<file path="src/logic/sample_pkg.sv">
`default_nettype none

package sample_pkg;

	// widths that the rest of the design derives its types from
	localparam int unsigned SAMPLE_WIDTH   = 16;
	localparam int unsigned SAMPLE_BYTES   = SAMPLE_WIDTH / 8;
	localparam int unsigned BUS_WIDTH      = 32;
	localparam int unsigned BUS_BYTES      = BUS_WIDTH / 8;
	localparam int unsigned BUS_ADDR_WIDTH = 16;

	typedef logic [SAMPLE_WIDTH-1:0]   sample_t;   // one stored sample
	typedef logic [BUS_WIDTH-1:0]      bus_data_t; // bus data word
	typedef logic [BUS_BYTES-1:0]      bus_strb_t; // bus byte mask
	typedef logic [BUS_ADDR_WIDTH-1:0] bus_addr_t; // word address, ram takes the low bits
	typedef logic [SAMPLE_BYTES-1:0]   byte_en_t;  // ram byte enable

	// register bus request, sampled on every edge with req high
	typedef struct packed {
		logic      req;
		logic      we;
		bus_addr_t addr;
		bus_data_t wdata;
		bus_strb_t wmask;
	} bus_req_t;

	// register bus response, rvalid is a single-cycle pulse
	typedef struct packed {
		logic      rvalid;
		bus_data_t rdata;
	} bus_rsp_t;

	// write command for ram port A
	typedef struct packed {
		logic      en;
		byte_en_t  be;
		bus_addr_t addr;
		sample_t   data;
	} port_a_t;

	// read command for ram port B
	typedef struct packed {
		logic      en;
		bus_addr_t addr;
	} port_b_t;

endpackage

`default_nettype wire

</file>
<file path="src/logic/bus_response.sv">
`timescale 1ns/1ns
`default_nettype none

module bus_response (
	input  wire logic                clk_i,
	input  wire logic                rst_ni,
	input  wire logic                rd_issue_i,  // bus read sent to the ram this cycle
	input  wire sample_pkg::sample_t ram_data_i,  // ram port B output
	output sample_pkg::bus_rsp_t     bus_rsp_o
);

	import sample_pkg::*;

	logic     rd_pending_q; // read is in the ram stage
	bus_rsp_t rsp_d;
	bus_rsp_t rsp_q;

	// follows the read through the ram cycle so it lines up with ram_data_i
	always_ff @(posedge clk_i or negedge rst_ni) begin
		if (!rst_ni) begin
			rd_pending_q <= 1'b0;
		end else begin
			rd_pending_q <= rd_issue_i;
		end
	end

	// data is zero whenever there is no response
	always_comb begin
		rsp_d.rvalid = rd_pending_q;
		rsp_d.rdata  = '0;
		if (rd_pending_q) begin
			rsp_d.rdata = bus_data_t'(ram_data_i); // upper half reads as zero
		end
	end

	// two reads can be in flight, one in each register, back-to-back is fine
	always_ff @(posedge clk_i or negedge rst_ni) begin
		if (!rst_ni) begin
			rsp_q <= '0;
		end else begin
			rsp_q <= rsp_d;
		end
	end

	assign bus_rsp_o = rsp_q;

endmodule

`default_nettype wire

</file>
<file path="config.mk">
export PLATFORM = sky130hd
export DESIGN_NAME = bus_response
export DESIGN_NICKNAME = d
export VERILOG_FILES = /design/src/logic/sample_pkg.sv /design/src/logic/bus_response.sv
export SDC_FILE = /design/constraint.sdc
export NUM_CORES = 1
export LEC_CHECK = 0
export BUFFER_PORTS_ARGS = -buffer_cell sky130_fd_sc_hd__buf_2
export CAP_MARGIN = 25
export CELL_PAD_IN_SITES_DETAIL_PLACEMENT = 0
export CELL_PAD_IN_SITES_GLOBAL_PLACEMENT = 1
export CORE_ASPECT_RATIO = 0.7
export CORE_MARGIN = 3
export CORE_UTILIZATION = 30
export CTS_CLUSTER_DIAMETER = 100
export DETAILED_ROUTE_END_ITERATION = 8
export GPL_ROUTABILITY_DRIVEN = 0
export HOLD_SLACK_MARGIN = 0.06
export PLACE_DENSITY_LB_ADDON = 0.1
export RECOVER_POWER = 50
export SLEW_MARGIN = 20
export SYNTH_ARGS = -nofsm -noshare
export SYNTH_HDL_FRONTEND = slang
export SYNTH_SLANG_ARGS = --single-unit
export TNS_END_PERCENT = 30
</file>
<file path="constraint.sdc">
create_clock -name clk_i -period 2 [get_ports clk_i]
set_clock_uncertainty 0.15 [all_clocks]
set_input_delay 0.6 -clock clk_i [delete_from_list [all_inputs] [get_ports clk_i]]
set_output_delay 0.6 -clock clk_i [all_outputs]
set_load 0.02 [all_outputs]
</file>
Word level (Yosys, flattened, before mapping). Index checks and enable logic that the tools add are counted.

Memories: 0. Bits in read-only memories: 0. Latch bits: 0. Output and inout port bits: 33. Bits of input ports: 19. RAM bits: 0. Logic and storage cells: 4. Register bits after elaboration: 18.

Add/sub/neg operators: 0. Eq/ne operators: 0. Multipliers: 0. Reductions and logical operators: 0. Order comparisons: 0. Bitwise operators: 0. Shift-type cells: 0. Multiplexer cells: 1. Divide/modulo/power cells: 0.

Operators with widths (count): 16-bit 2-to-1 mux (1).

Depth between registers and ports, before layout. Gate-level depths: netlist of the first run.

Depth after elaboration: 1. Depth in mapped cells: 2. Depth with buffers taken out: 1.

Worst setup path after synthesis of the first run. No wires, ideal clock.

Path kind: register to output. Start: register rsp_q, in the netlist bus_rsp_o[0]. End: output port bus_rsp_o[0] (netlist name). Arrival: 0.416 ns. Data required time: 1.250 ns. Path slack: 0.834 ns. Path buffers: 0. Stages on the path, launching flop included: 1. Cells stage by stage: dfrtp_1.

RTL lines: start, declared (RTL line bus_response.sv:16) `bus_rsp_t rsp_q;`; start signal, assigned (RTL line bus_response.sv:41) `rsp_q <= rsp_d;`; end, declared (RTL line bus_response.sv:9) `output sample_pkg::bus_rsp_t bus_rsp_o`.

No word-level cell between the ends.

Worst setup path in the final report of the first run.
Start: register rsp_q, in the netlist bus_rsp_o[4]. End: output port bus_rsp_o[4] (netlist name).

No word-level cell between the ends.

==> results.yml, run 1 <==
min_path:
  hold_class: "in -> reg"
  hold_path_depth: 1
  min_from: "rd_issue_i"
  whs_endpoint: "rd_pending_q"
worst_setup_path:
  worstReg2RegEnd: "bus_rsp_o[12]"
  worstRegToRegCells: 1
  timing.rr.start: "rd_pending_q"
  crit_required_ns: 1.25
  start_kind: "flip-flop"
  end_kind: "output pin"
  cp_slowest_cell: "dfrtp_1"
  r2r_setup_slack_ns: 0.96
  crit_path_max_fanout: 1
  cp_top_family: "flip-flops"
  setup.worst_path.class: "reg -> out"
  path_cells: "buf_2"
  critPathMaxStageDelay_ns: 0.38
  critPathBufInv: 1
  crit_arrival_ns: 0.83
outcome:
  status: "finished, final reports clean"
timing:
  finalMaxSlewViolations: 0
  period_minus_slack_ns: 1.58
  slew_headroom: 0.385
  fin_setup_tns_ns: 0
  finalCritPeriodShare: 0.788
  fin_ws_ns: 0.425
  hold_ws_ns: 0.265
  worst_pin_slew_ns: 0.923
  timing.fmax_mhz: 635
  finalSetupViolations: 0
  report.final.hold_viol_count: 0
  rsz0062_at_grt: "no"
power_and_ir_drop:
  finalPower_mw: 0.709
  p_int_mw: 0.526
  power_leakage_nw: 0.499
  p_switching_mw: 0.183
  pwr-share-clk: 0.307
  powerDensity_nw_per_um2: 812
  seq_power_share: 0.549
  peakVddDrop_v: 0.000404
  combPwrFrac: 0.144
  p_sw_frac: 0.258
placed_design:
  placed_area_um2: 838
  dp_slack_ns: 0.756
  hpwl_um: 875
  dp.cells: 115
  io_buffers: 35
die:
  die-height_um: 46.4
  ios: 52
  dieArea_um2: 2960
  core_um2: 2030
  fp-row-count: 13
  fp.dieW_um: 63.8
  start_util: 0.345
cells_and_area:
  design_area_um2: 873
  stdcell_count: 119
  nFillCells: 209
  seq_area_um2: 450
  layout_commonest_cell: "buf_2"
  n_antenna_cell: 0
  areaGrowthSynthToFinish_pct: 24.6
  nets: 109
  final_core_util: 0.430
  drive_above_1_share: 0.562
  multi_input_area_um2: 175
  layout_common_cells: "buf_2 (34), dfrtp_1 (18), conb_1 (16)"
drt:
  vias_per_cell: 3.55
  firstDrtPassIters: 2
  vias: 422
  drtAntennaViolNets: 0
  drc: 0
  drtIter0Drc: 5
  wl_per_cell_um: 9.65
  drt_wl_total_um: 1150
clock_tree:
  clk_latency_ns: 0.28
  cts_resized: 0
  clk_pin_slew_ns: 0.10
  postCtsSetupRepairBufs: 0
  cts_tree: "done"
  cts_hold_buf: 0
  cts_buffers: 3
  cts_buffer_depth: 2
  htree_levels: 1
  cts_root_buffer: "clkbuf_4"
  cts.sinks: 18
yosys:
  avgSynthCellArea_um2: 13.5
  ys_seq_area_frac: 0.643
  synth_cells: 52
  synth-seq-cells: 18
  synth_area_um2: 701
  yosys_warnings: 0
  synth_cell_type_count: 6
grt:
  grt-ovfl-total: 0
  antenna_found_initial: 0
  grtUsageTotal: 0.0873
  grt_pass1_vias: 416
  grt_max_degree: 19
  grt_pass1_wl_um: 1830
job:
  maxCapViolCount: 0
## sequential cells by signal, indices dropped and copies added (netlist names)
| name | cells |
|---|---|
| bus_rsp_o | 17 |
| rd_pending_q | 1 |
## worst max path at each step
stage | start | end | slack (ns) | cells past startpoint
after floorplan | bus_rsp_o[0] | bus_rsp_o[0] | 0.83 | 0
after global placement | bus_rsp_o[11] | bus_rsp_o[11] | 0.75 | 1
after detailed placement | bus_rsp_o[12] | bus_rsp_o[12] | 0.76 | 1
after CTS | bus_rsp_o[4] | bus_rsp_o[4] | 0.41 | 1
after global routing | bus_rsp_o[5] | bus_rsp_o[5] | 0.38 | 1
final | bus_rsp_o[4] | bus_rsp_o[4] | 0.42 | 1
## cells by family (layout without fill, tap and decap cells)
logic type | Yosys count | count (layout) | synth area share
buf+inv | 17 | 39 | 0.188
flops | 18 | 18 | 0.643
other cells | 1 | 16 | 0.00535
simple gates | 16 | 16 | 0.164
## cell type report
class | count | area share
flip-flops and latches | 18 | 0.516
multi-input cells | 32 | 0.201
repair buffers | 35 | 0.199
clock buffers | 4 | 0.0415
well taps | 30 | 0.0430
## routing by layer
layer / up-vias / global-route usage / wire length [um]
met5: - / 0 / 0
li1: 198 / - / -
met4: 0 / 0.0386 / 23
met2: 33 / 0.154 / 551
met3: 2 / 0.0463 / 151
met1: 189 / 0.0890 / 423
## power groups by stage
| stage | Sequential (mW) | Combinational [mW] | Clock [mW] |
|---|---|---|---|
| 3_3_place_gp | 0.397 | 0.104 | 0 |
| 2_1_floorplan | 0.418 | 0.0662 | 0 |
| 6_report | 0.389 | 0.102 | 0.218 |
| 3_5_place_dp | 0.397 | 0.105 | 0 |
| 5_1_grt | 0.392 | 0.113 | 0.251 |
| 4_1_cts | 0.390 | 0.104 | 0.232 |
## cells in the mapped netlist
library cell  count  area [um2]
buf_6             1        11.3
buf_4            16         120
conb_1            1        3.75
dfrtp_1          18         450
and2_2           12        90.1
and2_1            4        25.0
(Power assumes the default switching activity.)
==> inputs of run 2 (changes only) <==
--- a/config.mk
+++ b/config.mk
@@ -11,7 +11,7 @@
 export CELL_PAD_IN_SITES_GLOBAL_PLACEMENT = 1
 export CORE_ASPECT_RATIO = 0.7
 export CORE_MARGIN = 3
-export CORE_UTILIZATION = 30
+export CORE_UTILIZATION = 28
 export CTS_CLUSTER_DIAMETER = 100
 export DETAILED_ROUTE_END_ITERATION = 8
 export GPL_ROUTABILITY_DRIVEN = 0
==> constraint.sdc (replaced) <==
create_clock -name clk_i -period 1.6 [get_ports clk_i]
set_clock_uncertainty 0.15 [all_clocks]
set_input_delay 0.48 -clock clk_i [delete_from_list [all_inputs] [get_ports clk_i]]
set_output_delay 0.48 -clock clk_i [all_outputs]
set_load 0.02 [all_outputs]
==> results.yml, run 2 (synthesis results as in run 1) <==
worst_setup_path:
  crit_path_max_fanout: 1
  path_cells: "buf_2"
  cp_top_family: "flip-flops"
  setup.worst_path.class: "reg -> out"
  cp_slowest_cell: "dfrtp_1"
  worstRegToRegCells: 1
  worstReg2RegEnd: "bus_rsp_o[12]"
  end_kind: "output pin"
  start_kind: "flip-flop"
  crit_arrival_ns: 0.81
  critPathMaxStageDelay_ns: 0.38
  timing.rr.start: "rd_pending_q"
  crit_required_ns: 0.97
  critPathBufInv: 1
  r2r_setup_slack_ns: 0.56
timing:
  fin_ws_ns: 0.157
  finalSetupViolations: 0
  finalMaxSlewViolations: 0
  period_minus_slack_ns: 1.44
  report.final.hold_viol_count: 0
  finalCritPeriodShare: 0.902
  rsz0062_at_grt: "no"
  fin_setup_tns_ns: 0
  timing.fmax_mhz: 693
cells_and_area:
  nFillCells: 239
  layout_common_cells: "buf_2 (34), dfrtp_1 (18), conb_1 (16)"
  final_core_util: 0.386
  design_area_um2: 873
  stdcell_count: 121
  n_antenna_cell: 0
  largest_reg_flops: 17
  drive_above_1_share: 0.562
  areaGrowthSynthToFinish_pct: 24.6
  nets: 110
  layout_commonest_cell: "buf_2"
clock_tree:
  cts_tree: "done"
  cts_buffers: 3
  cts_root_buffer: "clkbuf_4"
  clk_pin_slew_ns: 0.10
  clk_latency_ns: 0.28
  htree_levels: 1
  cts_buffer_depth: 2
  postCtsSetupRepairBufs: 0
  cts.sinks: 18
grt:
  grt-ovfl-total: 0
  grt_pass1_wl_um: 1660
  grt_pass1_vias: 347
  antenna_found_initial: 0
  grtUsageTotal: 0.0750
  grt_max_degree: 19
die:
  die-height_um: 47.9
  fp-row-count: 14
  dieArea_um2: 3150
  core_um2: 2260
  fp.dieW_um: 65.8
  start_util: 0.310
  ios: 52
placed_design:
  dp_slack_ns: 0.471
  placed_area_um2: 841
  io_buffers: 35
  dp.cells: 117
  hpwl_um: 908
drt:
  drtAntennaViolNets: 0
  wl_per_cell_um: 10.0
  firstDrtPassIters: 1
  drt_wl_total_um: 1210
  drc: 0
  vias: 419
  drtIter0Drc: 0
  vias_per_cell: 3.46
min_path:
  min_from: "rd_issue_i"
  whs_endpoint: "rd_pending_q"
  hold_path_depth: 1
  hold_class: "in -> reg"
power_and_ir_drop:
  power_leakage_nw: 0.499
  peakVddDrop_v: 0.000569
  powerDensity_nw_per_um2: 952
job:
  maxCapViolCount: 0
outcome:
  status: "finished, final reports clean"
run 2: cell count changes in the layout (fill, tap and decap cells not counted), sizes merged:
cell | before | now
dlygate4sd3 | 0 | 1
clkbuf | 5 | 4
run 2: repair_timing:
item / 4_1_cts / 5_1_grt
hold buffers: 1 / 0
gates resized for setup: 0 / 0
endpoints found under the hold margin: 18 / 0
run 2: area by class of cell:
class | instances | area (um2) | area share
flip-flops and latches | 18 | 450 | 0.516
well taps | 32 | 40.0 | 0.0458
repair buffers | 36 | 185 | 0.212
clock buffers | 3 | 22.5 | 0.0258
multi-input cells | 32 | 175 | 0.201
run 2: through the flow:
stage	power (mW)	hold WS (ns)
after floorplan	0.606	0.0344
after global placement	0.627	0.286
after detailed placement	0.628	0.284
after CTS	0.851	0.145
after global routing	0.881	0.142
final	0.831	0.159
run 2: report_power, final:
group	internal (mW)	total (mW)	switching [mW]
sequential	0.477	0.486	0.00866
clock	0.0872	0.214	0.127
combinational	0.0441	0.132	0.0875
total	0.608	0.831	0.223
run 2: how the worst max path moves through the flow:
stage                     depth (start not counted)          start  slack (ns)             to
after floorplan                                   0   bus_rsp_o[0]        0.55   bus_rsp_o[0]
after global placement                            1  bus_rsp_o[14]        0.47  bus_rsp_o[14]
after detailed placement                          1  bus_rsp_o[14]        0.47  bus_rsp_o[14]
after CTS                                         1   bus_rsp_o[7]        0.14   bus_rsp_o[7]
after global routing                              1  bus_rsp_o[14]        0.11  bus_rsp_o[14]
final                                             1  bus_rsp_o[14]        0.16  bus_rsp_o[14]
run 2: metal layers:
layer / wire [um] / track usage / vias up
li1: - / - / 201
met1: 523 / 0.0930 / 184
met5: 0 / 0 / -
met4: 0 / 0 / 0
met2: 520 / 0.114 / 34
met3: 167 / 0.0540 / 0
