$ cat config.mk
export PLATFORM = sky130hd
export DESIGN_NAME = access_select
export DESIGN_NICKNAME = d
export VERILOG_FILES = /design/src/logic/sample_pkg.sv /design/src/logic/access_select.sv
export SDC_FILE = /design/constraint.sdc
export NUM_CORES = 1
export LEC_CHECK = 0
export ABC_AREA = 1
export BUFFER_PORTS_ARGS = -buffer_cell sky130_fd_sc_hd__buf_4
export CORE_ASPECT_RATIO = 0.7
export CORE_MARGIN = 4
export CORE_UTILIZATION = 36
export CTS_CLUSTER_DIAMETER = 40
export DETAILED_ROUTE_END_ITERATION = 8
export PLACE_DENSITY = 0.75
export SETUP_SLACK_MARGIN = 0.05
export SLEW_MARGIN = 5
export SYNTH_ARGS = -nofsm -noshare
export SYNTH_HDL_FRONTEND = slang
export SYNTH_SLANG_ARGS = --single-unit
export TNS_END_PERCENT = 50
$ cat constraint.sdc
create_clock -name clk_i -period 0.8 [get_ports clk_i]
set_input_delay 0 -clock clk_i [delete_from_list [all_inputs] [get_ports clk_i]]
set_output_delay 0 -clock clk_i [all_outputs]
set_load 0.02 [all_outputs]
$ cat src/logic/sample_pkg.sv
`default_nettype none

package sample_pkg;

	// widths that the rest of the design derives its types from
	localparam int unsigned SAMPLE_WIDTH   = 16;
	localparam int unsigned SAMPLE_BYTES   = SAMPLE_WIDTH / 8;
	localparam int unsigned BUS_WIDTH      = 32;
	localparam int unsigned BUS_BYTES      = BUS_WIDTH / 8;
	localparam int unsigned BUS_ADDR_WIDTH = 16;

	typedef logic [SAMPLE_WIDTH-1:0]   sample_t;   // one stored sample
	typedef logic [BUS_WIDTH-1:0]      bus_data_t; // bus data word
	typedef logic [BUS_BYTES-1:0]      bus_strb_t; // bus byte mask
	typedef logic [BUS_ADDR_WIDTH-1:0] bus_addr_t; // word address, ram takes the low bits
	typedef logic [SAMPLE_BYTES-1:0]   byte_en_t;  // ram byte enable

	// register bus request, sampled on every edge with req high
	typedef struct packed {
		logic      req;
		logic      we;
		bus_addr_t addr;
		bus_data_t wdata;
		bus_strb_t wmask;
	} bus_req_t;

	// register bus response, rvalid is a single-cycle pulse
	typedef struct packed {
		logic      rvalid;
		bus_data_t rdata;
	} bus_rsp_t;

	// write command for ram port A
	typedef struct packed {
		logic      en;
		byte_en_t  be;
		bus_addr_t addr;
		sample_t   data;
	} port_a_t;

	// read command for ram port B
	typedef struct packed {
		logic      en;
		bus_addr_t addr;
	} port_b_t;

endpackage

`default_nettype wire

$ cat src/logic/access_select.sv
`timescale 1ns/1ns
`default_nettype none

module access_select #(
	parameter int unsigned ADDR_WIDTH = 10
) (
	input  wire logic                  clk_i,
	input  wire logic                  rst_ni,

	// stream writer
	input  wire logic                  wr_en_i,
	input  wire logic [ADDR_WIDTH-1:0] wr_addr_i,
	input  wire sample_pkg::sample_t   wr_data_i,

	// stream reader
	input  wire logic                  rd_en_i,
	input  wire logic [ADDR_WIDTH-1:0] rd_addr_i,

	// register bus
	input  wire sample_pkg::bus_req_t  bus_req_i,

	// ram commands, one cycle after the inputs
	output sample_pkg::port_a_t        port_a_o,
	output sample_pkg::port_b_t        port_b_o,
	output logic                       rd_issue_o  // one pulse per accepted bus read
);

	import sample_pkg::*;

	port_a_t port_a_d;
	port_a_t port_a_q;
	port_b_t port_b_d;
	port_b_t port_b_q;
	logic    bus_wr;
	logic    bus_rd;
	logic    rd_issue_q;

	assign bus_wr = bus_req_i.req && bus_req_i.we;
	assign bus_rd = bus_req_i.req && !bus_req_i.we;

	// port A, the bus write has priority over the stream write
	always_comb begin
		port_a_d.en   = wr_en_i;
		port_a_d.be   = '1;                   // stream writes whole samples
		port_a_d.addr = bus_addr_t'(wr_addr_i);
		port_a_d.data = wr_data_i;

		if (bus_wr) begin
			// only the low bus bytes reach the sample, upper lanes are dropped
			port_a_d.be   = bus_req_i.wmask[SAMPLE_BYTES-1:0];
			port_a_d.en   = |bus_req_i.wmask[SAMPLE_BYTES-1:0];
			port_a_d.addr = bus_req_i.addr;
			port_a_d.data = bus_req_i.wdata[SAMPLE_WIDTH-1:0];
		end
	end

	// port B, any bus request takes the read port
	// a bus write still moves the address, the stream read is lost for that cycle
	always_comb begin
		port_b_d.en   = rd_en_i;
		port_b_d.addr = bus_addr_t'(rd_addr_i);

		if (bus_req_i.req) begin
			port_b_d.en   = 1'b1;
			port_b_d.addr = bus_req_i.addr;
		end
	end

	always_ff @(posedge clk_i or negedge rst_ni) begin
		if (!rst_ni) begin
			port_a_q   <= '0;
			port_b_q   <= '0;
			rd_issue_q <= 1'b0;
		end else begin
			port_a_q   <= port_a_d;
			port_b_q   <= port_b_d;
			rd_issue_q <= bus_rd;
		end
	end

	assign port_a_o   = port_a_q;
	assign port_b_o   = port_b_q;
	assign rd_issue_o = rd_issue_q;

endmodule

`default_nettype wire

Yosys cells after proc, flatten, opt, wreduce, memory -nomap -nowiden
Index checks and enable logic that the tools add are counted.

word-level totals
  register bits = 53
  bits of input ports = 94
  output and inout port bits = 53
  logic and storage cells = 13

operators by class
  multiplexer cells = 2
  reduce and logical (&&, ||, !) cells = 4

operator list
  cell                number
  35-bit two-way mux  1
  17-bit two-way mux  1
  1-bit logical AND   2
  2-bit OR reduction  1
  1-bit logical NOT   1

Longest topological paths before layout
Gate-level depths: netlist of run 1.

  depth after elaboration = 2
  mapped depth = 7

Least setup slack after synthesis of run 1
OpenSTA, ideal clock, no wires.

  path kind = input to register
  start = in bus_req_i[53] (netlist name)
  end = reg port_a_q (netlist bit port_a_o[18])
  library setup time = 0.116 ns
  arrival = 0.562 ns
  required time = 0.684 ns
  setup slack = 0.122 ns
  cell stages on the path = 7
  cell sequence = buf_6 -> nand2_4 -> inv_2 -> buf_6 -> buf_8 -> nand2_2 -> nand2_1

RTL lines
  item                  RTL line             source
  from (decl)           access_select.sv:20  input wire sample_pkg::bus_req_t bus_req_i,
  to (signal assigned)  access_select.sv:75  port_a_q <= port_a_d;
  to (decl)             access_select.sv:31  port_a_t port_a_q;

Final worst setup path of run 1
  start = reg port_a_q (netlist bit port_a_o[3])
  end = out port_a_o[3] (netlist name)

RTL lines
  item       RTL line             source
  to (decl)  access_select.sv:23  output sample_pkg::port_a_t port_a_o,

No word-level cell between the ends.

==> results of run 1 <==
==> cell usage after synthesis <==
cell type                 number
sky130_fd_sc_hd__inv_1        15
sky130_fd_sc_hd__nand2_4       1
sky130_fd_sc_hd__buf_8         1
sky130_fd_sc_hd__or2_2         1
sky130_fd_sc_hd__dfrtp_1      53
sky130_fd_sc_hd__nor2_1        7
sky130_fd_sc_hd__nand2_2       8
sky130_fd_sc_hd__buf_2         6
sky130_fd_sc_hd__nand2_1     112
sky130_fd_sc_hd__buf_6         2
sky130_fd_sc_hd__inv_2         1
==> power by group <==
group	internal (µW)	switching, µW	total, µW	leakage, µW
clock	608	797	1410	0.0000450
sequential	2860	94.7	2950	0.000641
combinational	948	714	1660	0.00153
==> metal layers <==
metal / up-vias / part of all wire [%] / GRT usage [%]
met5: - / 0 / 0
li1: 1020 / - / -
met3: 12 / 9.9 / 6.781
met1: 1008 / 35 / 22.02
met2: 109 / 53 / 40.17
met4: 0 / 1.7 / 5.910
==> through the flow <==
step,setup slack [ns],utilization (%),setup TNS (ns),hold slack [ns],total power (µW)
after CTS,-0.05246,77.96,-1.006,0.04974,6046
after global routing,-0.07626,78.01,-2.732,0.06872,6363
final,-0.03714,78.01,-0.4222,0.06197,6022
after floorplan,0.1217,-,0,-0.2956,3449
after detailed placement,0.03166,58.14,0,-0.03004,4194
after global placement,0.06422,58.14,0,-0.03927,4171
==> layout make-up <==
type	instances	area (µm²)
Timing Repair Buffer	213	2028
Fill cell	329	1156
Clock inverter	2	10.01
Tap cell	72	90.09
Multi-Input combinational cell	129	514.2
Sequential cell	53	1326
Clock buffer	6	72.57
Inverter	16	60.06
==> registers in the layout (all words and copies together), names as in the netlist <==
signal / count
port_b_o: 17
port_a_o: 35
rd_issue_o: 1
==> what timing repair did <==
| action | in CTS | in global routing |
|---|---|---|
| setup endpoints to repair | 53 | 54 |
| resized for setup | 53 | 1 |
| hold endpoints to repair | 106 | 0 |
| hold buffers | 76 | 0 |
==> how the worst min path moves through the flow <==
stage | from | end | cells after the start | slack (ns)
6_report | bus_req_i[52] | port_a_o[14] | 4 | 0.06
5_1_grt | bus_req_i[52] | port_a_o[14] | 4 | 0.07
4_1_cts | bus_req_i[52] | port_a_o[14] | 4 | 0.05
3_5_place_dp | rst_ni | port_a_o[22] | 2 | -0.03
3_3_place_gp | rst_ni | port_a_o[28] | 2 | -0.04
2_1_floorplan | rst_ni | port_a_o[0] | 0 | -0.30
==> cells in the final DEF (no fill, tap or decap) <==
cell / Yosys / layout
sky130_fd_sc_hd__nand2_1: 112 / 112
sky130_fd_sc_hd__inv_2: 1 / 1
sky130_fd_sc_hd__buf_4: 0 / 81
sky130_fd_sc_hd__or2_2: 1 / 1
sky130_fd_sc_hd__buf_6: 2 / 53
sky130_fd_sc_hd__nand2_4: 1 / 1
sky130_fd_sc_hd__clkbuf_8: 0 / 5
sky130_fd_sc_hd__nand2_2: 8 / 8
sky130_fd_sc_hd__clkinv_2: 0 / 2
sky130_fd_sc_hd__clkbuf_1: 0 / 1
sky130_fd_sc_hd__nor2_1: 7 / 7
sky130_fd_sc_hd__inv_1: 15 / 15
sky130_fd_sc_hd__buf_12: 0 / 3
sky130_fd_sc_hd__dfrtp_1: 53 / 53
sky130_fd_sc_hd__dlymetal6s4s_1: 0 / 1
sky130_fd_sc_hd__dlygate4sd3_1: 0 / 75
==> kinds of logic (layout without fill, tap and decap cells) <==
family | after synthesis | after routing | share of synthesized area, %
flip-flops | 53 | 53 | 67.39
AND/OR/NAND/NOR | 129 | 129 | 26.13
buffers and inverters | 25 | 237 | 6.484
==> flow_results.xml, run 1 <==
<?xml version="1.0" encoding="UTF-8"?>
<metrics>
  <group name="yosys">
    <metric name="synthDominantCellAreaShare" unit="%">67.39</metric>
    <metric name="mappedNetlistNets" unit="">301</metric>
    <metric name="synth.cell_area" unit="mm²">0.001968</metric>
    <metric name="synth_cells" unit="">207</metric>
    <metric name="post_synth.cell_area_avg" unit="µm²">9.508</metric>
    <metric name="flop_and_latch_count_out_of_synthesis" unit="">53</metric>
    <metric name="synth_area_leaders" unit="">sky130_fd_sc_hd__dfrtp_1 (67%), sky130_fd_sc_hd__nand2_1 (21%), sky130_fd_sc_hd__inv_1 (2.9%), sky130_fd_sc_hd__nand2_2 (2.5%), sky130_fd_sc_hd__buf_2 (1.5%)</metric>
    <metric name="yosys.cell_types.count" unit="">11</metric>
    <metric name="synth_area_leader_cell" unit="">sky130_fd_sc_hd__dfrtp_1</metric>
    <metric name="yosysWarnings" unit="">0</metric>
    <metric name="synth.yosys.seq_area_share" unit="%">67.39</metric>
  </group>
  <group name="setup_path">
    <metric name="crit_path_cell_trace" unit="">buf_6</metric>
    <metric name="crit_path_top_delay_cell" unit="">sky130_fd_sc_hd__dfrtp_1</metric>
    <metric name="timing.critical_path.buf_inv" unit="">1</metric>
    <metric name="critPathLaunch" unit="">port_a_o[3]</metric>
    <metric name="crit_end" unit="">port_a_o[3]</metric>
    <metric name="crit_arrival" unit="ns">0.84</metric>
    <metric name="worst_setup_path_end_kind" unit="">output pin</metric>
    <metric name="worst-setup-path-type" unit="">flop to output pin</metric>
    <metric name="critical_path_fanout_max" unit="">1</metric>
    <metric name="timing.critical_path.max_delay_family" unit="">flip-flops</metric>
    <metric name="slowest_delay" unit="ns">0.41</metric>
    <metric name="timing.critical_path.depth" unit="">1</metric>
    <metric name="crit_path_start_kind" unit="">flop</metric>
    <metric name="required" unit="ns">0.80</metric>
  </group>
  <group name="finish">
    <metric name="antenna_cells" unit="">0</metric>
    <metric name="syn2layout_area_growth" unit="%">108.4</metric>
    <metric name="final_area" unit="mm²">0.004101</metric>
    <metric name="num-nets-final" unit="">512</metric>
    <metric name="final_cells" unit="">491</metric>
    <metric name="drive_gt1_share" unit="%">36.99</metric>
  </group>
  <group name="clocking">
    <metric name="cts.repair_timing.setup_buffer_count" unit="">0</metric>
    <metric name="cts.reportedPaths.clkPinSlew" unit="ns">0.09</metric>
    <metric name="htreeDepth" unit="">2</metric>
    <metric name="numCtsBuffers" unit="">5</metric>
    <metric name="tritoncts_num_sinks" unit="">53</metric>
    <metric name="longest_clk_path_bufs" unit="">2</metric>
    <metric name="tritoncts_clock_tree" unit="">built</metric>
    <metric name="cts_root_buffer" unit="">sky130_fd_sc_hd__clkbuf_8</metric>
  </group>
  <group name="timing">
    <metric name="setup_repair_after_global_routing_missed_its_margin" unit="">true</metric>
    <metric name="timing.fmax" unit="MHz">1195</metric>
    <metric name="final-max-slew-violation-count" unit="">0</metric>
    <metric name="worst_slew_pin_slew" unit="ns">0.2636</metric>
    <metric name="final_report_setup_violation_count" unit="">40</metric>
    <metric name="hold_violations" unit="">0</metric>
    <metric name="relSlewSlack" unit="%">82.43</metric>
    <metric name="period_needed" unit="ns">0.8371</metric>
    <metric name="timing.final.crit_share" unit="%">104.6</metric>
    <metric name="postLayoutSetupSlackWorst" unit="ns">-0.03714</metric>
  </group>
  <group name="drt">
    <metric name="detailedRoute.firstIterationViolations" unit="">39</metric>
    <metric name="route.antenna.remaining_nets" unit="">0</metric>
    <metric name="num_vias" unit="">2149</metric>
    <metric name="post_route_drc" unit="">0</metric>
    <metric name="drt_pass1_iterations" unit="">5</metric>
    <metric name="route.detailed.wl_per_inst" unit="µm">13.99</metric>
    <metric name="routed_via_density" unit="">4.377</metric>
    <metric name="routed_wl" unit="µm">6869</metric>
  </group>
  <group name="place">
    <metric name="dpl.hpwl" unit="µm">4147</metric>
    <metric name="post-place-cells" unit="">407</metric>
    <metric name="dpl-instance-area" unit="mm²">0.003057</metric>
    <metric name="globalplace.congestion" unit="">0.7093</metric>
    <metric name="io_buffers" unit="">128</metric>
  </group>
  <group name="status">
    <metric name="outcome" unit="">finished with violations</metric>
    <metric name="violations" unit="">setup timing</metric>
  </group>
  <group name="power_and_ir_drop">
    <metric name="vdd_ir_drop_max" unit="mV">0.8610</metric>
    <metric name="power.density_cell_area" unit="mW/mm²">1468</metric>
    <metric name="leakage_power" unit="µW">0.002221</metric>
  </group>
  <group name="global_routing">
    <metric name="grt_max_degree" unit="">34</metric>
    <metric name="globalRouteTotalUtil" unit="%">21.24</metric>
    <metric name="antenna_found_initial" unit="">0</metric>
    <metric name="global_route_wire_length_before_repair" unit="µm">10990</metric>
    <metric name="vias_in_the_first_global_route" unit="">2413</metric>
    <metric name="overflow" unit="">0</metric>
  </group>
  <group name="floorplan">
    <metric name="core_region_area" unit="mm²">0.005258</metric>
    <metric name="placement_rows" unit="">22</metric>
    <metric name="io_pins" unit="">147</metric>
    <metric name="initial_core_util" unit="%">37.43</metric>
    <metric name="die_y" unit="µm">69.86</metric>
    <metric name="die-width" unit="µm">96.38</metric>
    <metric name="design.die.area" unit="mm²">0.006733</metric>
  </group>
  <group name="hold_path">
    <metric name="timing.hold.worst.class" unit="">primary input to flop</metric>
  </group>
  <group name="job">
    <metric name="cap_viol_max_count" unit="">0</metric>
  </group>
</metrics>
(Power assumes the default switching activity.)
==> inputs of run 2 (changes only) <==
Settings changed: CORE_UTILIZATION 36 to 35, PLACE_DENSITY 0.75 to 0.7.
Clock period 0.8 ns to 0.82 ns, I/O delays scaled along.
==> run 2 against run 1 <==
  * The flow finishes with violations (hold timing, setup timing)
  * Power up 3.9%
  * Clock power up 26%
  * Die area up 2.6%
  * Sequential power down 3%
  * Via count down 3.3%
  * Cell area up 0.24%
  * Critical path depth unchanged
==> flow_results.xml, run 2 (synthesis results as in run 1) <==
<?xml version="1.0" encoding="UTF-8"?>
<metrics>
  <group name="status">
    <metric name="outcome" unit="">finished with violations</metric>
    <metric name="violations" unit="">hold timing, setup timing</metric>
  </group>
  <group name="clocking">
    <metric name="htreeDepth" unit="">2</metric>
    <metric name="cts_root_buffer" unit="">sky130_fd_sc_hd__clkbuf_8</metric>
    <metric name="postCtsHoldBufs" unit="">74</metric>
    <metric name="longest_clk_path_bufs" unit="">2</metric>
    <metric name="tritoncts_num_sinks" unit="">53</metric>
    <metric name="tritoncts_clock_tree" unit="">built</metric>
    <metric name="cts.reportedPaths.clkPinSlew" unit="ns">0.10</metric>
    <metric name="numCtsBuffers" unit="">5</metric>
  </group>
  <group name="global_routing">
    <metric name="vias_in_the_first_global_route" unit="">2342</metric>
    <metric name="antenna_found_initial" unit="">0</metric>
    <metric name="global_route_wire_length_before_repair" unit="µm">10910</metric>
    <metric name="grt_max_degree" unit="">27</metric>
    <metric name="globalRouteTotalUtil" unit="%">20.25</metric>
    <metric name="overflow" unit="">0</metric>
  </group>
  <group name="timing">
    <metric name="relSlewSlack" unit="%">81.68</metric>
    <metric name="whs" unit="ns">-0.01102</metric>
    <metric name="timing.fmax" unit="MHz">1190</metric>
    <metric name="postLayoutSetupSlackWorst" unit="ns">-0.02026</metric>
    <metric name="final-max-slew-violation-count" unit="">0</metric>
    <metric name="hold_violations" unit="">2</metric>
    <metric name="setup_repair_after_global_routing_missed_its_margin" unit="">true</metric>
    <metric name="worst_slew_pin_slew" unit="ns">0.2748</metric>
    <metric name="timing.final.crit_share" unit="%">102.5</metric>
    <metric name="final_report_setup_violation_count" unit="">23</metric>
    <metric name="period_needed" unit="ns">0.8403</metric>
    <metric name="totalNegativeSetupSlack" unit="ns">-0.1188</metric>
  </group>
  <group name="drt">
    <metric name="drt_pass1_iterations" unit="">4</metric>
    <metric name="routed_wl" unit="µm">6730</metric>
    <metric name="routed_via_density" unit="">4.252</metric>
    <metric name="num_vias" unit="">2079</metric>
    <metric name="detailedRoute.firstIterationViolations" unit="">30</metric>
    <metric name="route.antenna.remaining_nets" unit="">0</metric>
    <metric name="route.detailed.wl_per_inst" unit="µm">13.76</metric>
    <metric name="post_route_drc" unit="">0</metric>
  </group>
  <group name="setup_path">
    <metric name="critical_path_fanout_max" unit="">1</metric>
    <metric name="crit_path_top_delay_cell" unit="">sky130_fd_sc_hd__dfrtp_1</metric>
    <metric name="crit_path_start_kind" unit="">flop</metric>
    <metric name="critPathLaunch" unit="">port_b_o[15]</metric>
    <metric name="required" unit="ns">0.82</metric>
    <metric name="timing.critical_path.buf_inv" unit="">1</metric>
    <metric name="worst-setup-path-type" unit="">flop to output pin</metric>
    <metric name="slowest_delay" unit="ns">0.40</metric>
    <metric name="crit_arrival" unit="ns">0.84</metric>
    <metric name="timing.critical_path.max_delay_family" unit="">flip-flops</metric>
    <metric name="worst_setup_path_end_kind" unit="">output pin</metric>
    <metric name="crit_path_cell_trace" unit="">buf_6</metric>
  </group>
  <group name="hold_path">
    <metric name="timing.hold.worst.class" unit="">primary input to flop</metric>
    <metric name="worst_hold_startpoint" unit="">bus_req_i[53]</metric>
  </group>
  <group name="power_and_ir_drop">
    <metric name="power.density_cell_area" unit="mW/mm²">1522</metric>
    <metric name="leakage_power" unit="µW">0.002213</metric>
    <metric name="vdd_ir_drop_max" unit="mV">0.9251</metric>
    <metric name="report.power.total" unit="µW">6256</metric>
  </group>
  <group name="finish">
    <metric name="drive_gt1_share" unit="%">37.41</metric>
    <metric name="syn2layout_area_growth" unit="%">108.9</metric>
    <metric name="layout.core_utilization" unit="%">76.99</metric>
    <metric name="largest_register_ff_count" unit="">35</metric>
    <metric name="mostFrequentLayoutCells" unit="">sky130_fd_sc_hd__nand2_1 (112), sky130_fd_sc_hd__buf_4 (81), sky130_fd_sc_hd__dlygate4sd3_1 (74), sky130_fd_sc_hd__buf_6 (53), sky130_fd_sc_hd__dfrtp_1 (53)</metric>
    <metric name="layout_commonest_cell" unit="">sky130_fd_sc_hd__nand2_1</metric>
    <metric name="num-nets-final" unit="">510</metric>
    <metric name="antenna_cells" unit="">0</metric>
  </group>
  <group name="floorplan">
    <metric name="die_y" unit="µm">70.74</metric>
    <metric name="core_region_area" unit="mm²">0.005340</metric>
    <metric name="initial_core_util" unit="%">36.86</metric>
    <metric name="die-width" unit="µm">97.63</metric>
    <metric name="placement_rows" unit="">22</metric>
    <metric name="design.die.area" unit="mm²">0.006906</metric>
    <metric name="io_pins" unit="">147</metric>
  </group>
  <group name="place">
    <metric name="globalplace.congestion" unit="">0.7867</metric>
    <metric name="dpl.hpwl" unit="µm">4038</metric>
    <metric name="io_buffers" unit="">128</metric>
  </group>
  <group name="job">
    <metric name="cap_viol_max_count" unit="">0</metric>
  </group>
</metrics>
-- run 2: per-stage QoR --
step | cell area (µm²) | setup slack [ns] | std cells | hold slack, ns
2_1_floorplan | 1968 | 0.1417 | 207 | -0.2956
6_report | 4111 | -0.02026 | 489 | -0.01102
3_3_place_gp | 3057 | 0.07923 | 407 | -0.09548
4_1_cts | 4111 | -0.02604 | 489 | -0.02744
3_5_place_dp | 3057 | 0.06107 | 407 | -0.09663
5_1_grt | 4111 | -0.06462 | 489 | -0.01471
-- run 2: repair_timing --
item | in CTS | in global routing
resized for setup | 53 | 0
setup buffers | 0 | 0
hold endpoints to repair | 106 | 1
setup endpoints to repair | 53 | 53
-- run 2: final cells by class --
| class | instances | area, µm² |
|---|---|---|
| clock buffer | 5 | 68.82 |
| sequential | 53 | 1326 |
| fill | 354 | 1229 |
| tap | 72 | 90.09 |
| inverter | 16 | 60.06 |
| timing repair buffer | 211 | 2006 |
| multi-input combinational | 129 | 514.2 |
| clock inverter | 3 | 46.29 |
-- run 2: power breakdown --
| group | internal (µW) | total, µW | leakage (µW) | switching [µW] |
|---|---|---|---|---|
| Sequential | 2790 | 2870 | 0.000641 | 84.6 |
| Combinational | 918 | 1610 | 0.00152 | 689 |
| Clock | 914 | 1780 | 0.0000543 | 862 |
| Total | 4620 | 6260 | 0.00221 | 1640 |
-- run 2: layer usage --
metal	GRT usage [%]	up-vias	wire length, µm
met5	0	-	0
met4	7.066	0	187
met3	6.897	20	552
met2	39.56	97	3562
met1	19.99	947	2427
li1	-	1015	-
-- run 2: worst paths after layout --
| check | to | slack [ns] | cells past startpoint |
|---|---|---|---|
| worst max-delay path | port_b_o[15] | -0.02 | 1 |
| worst min-delay path | port_b_o[1] | -0.01 | 3 |
| max in group asynchronous | port_a_o[19] | 0.29 | 3 |
| min in group asynchronous | port_a_o[26] | 0.13 | 2 |
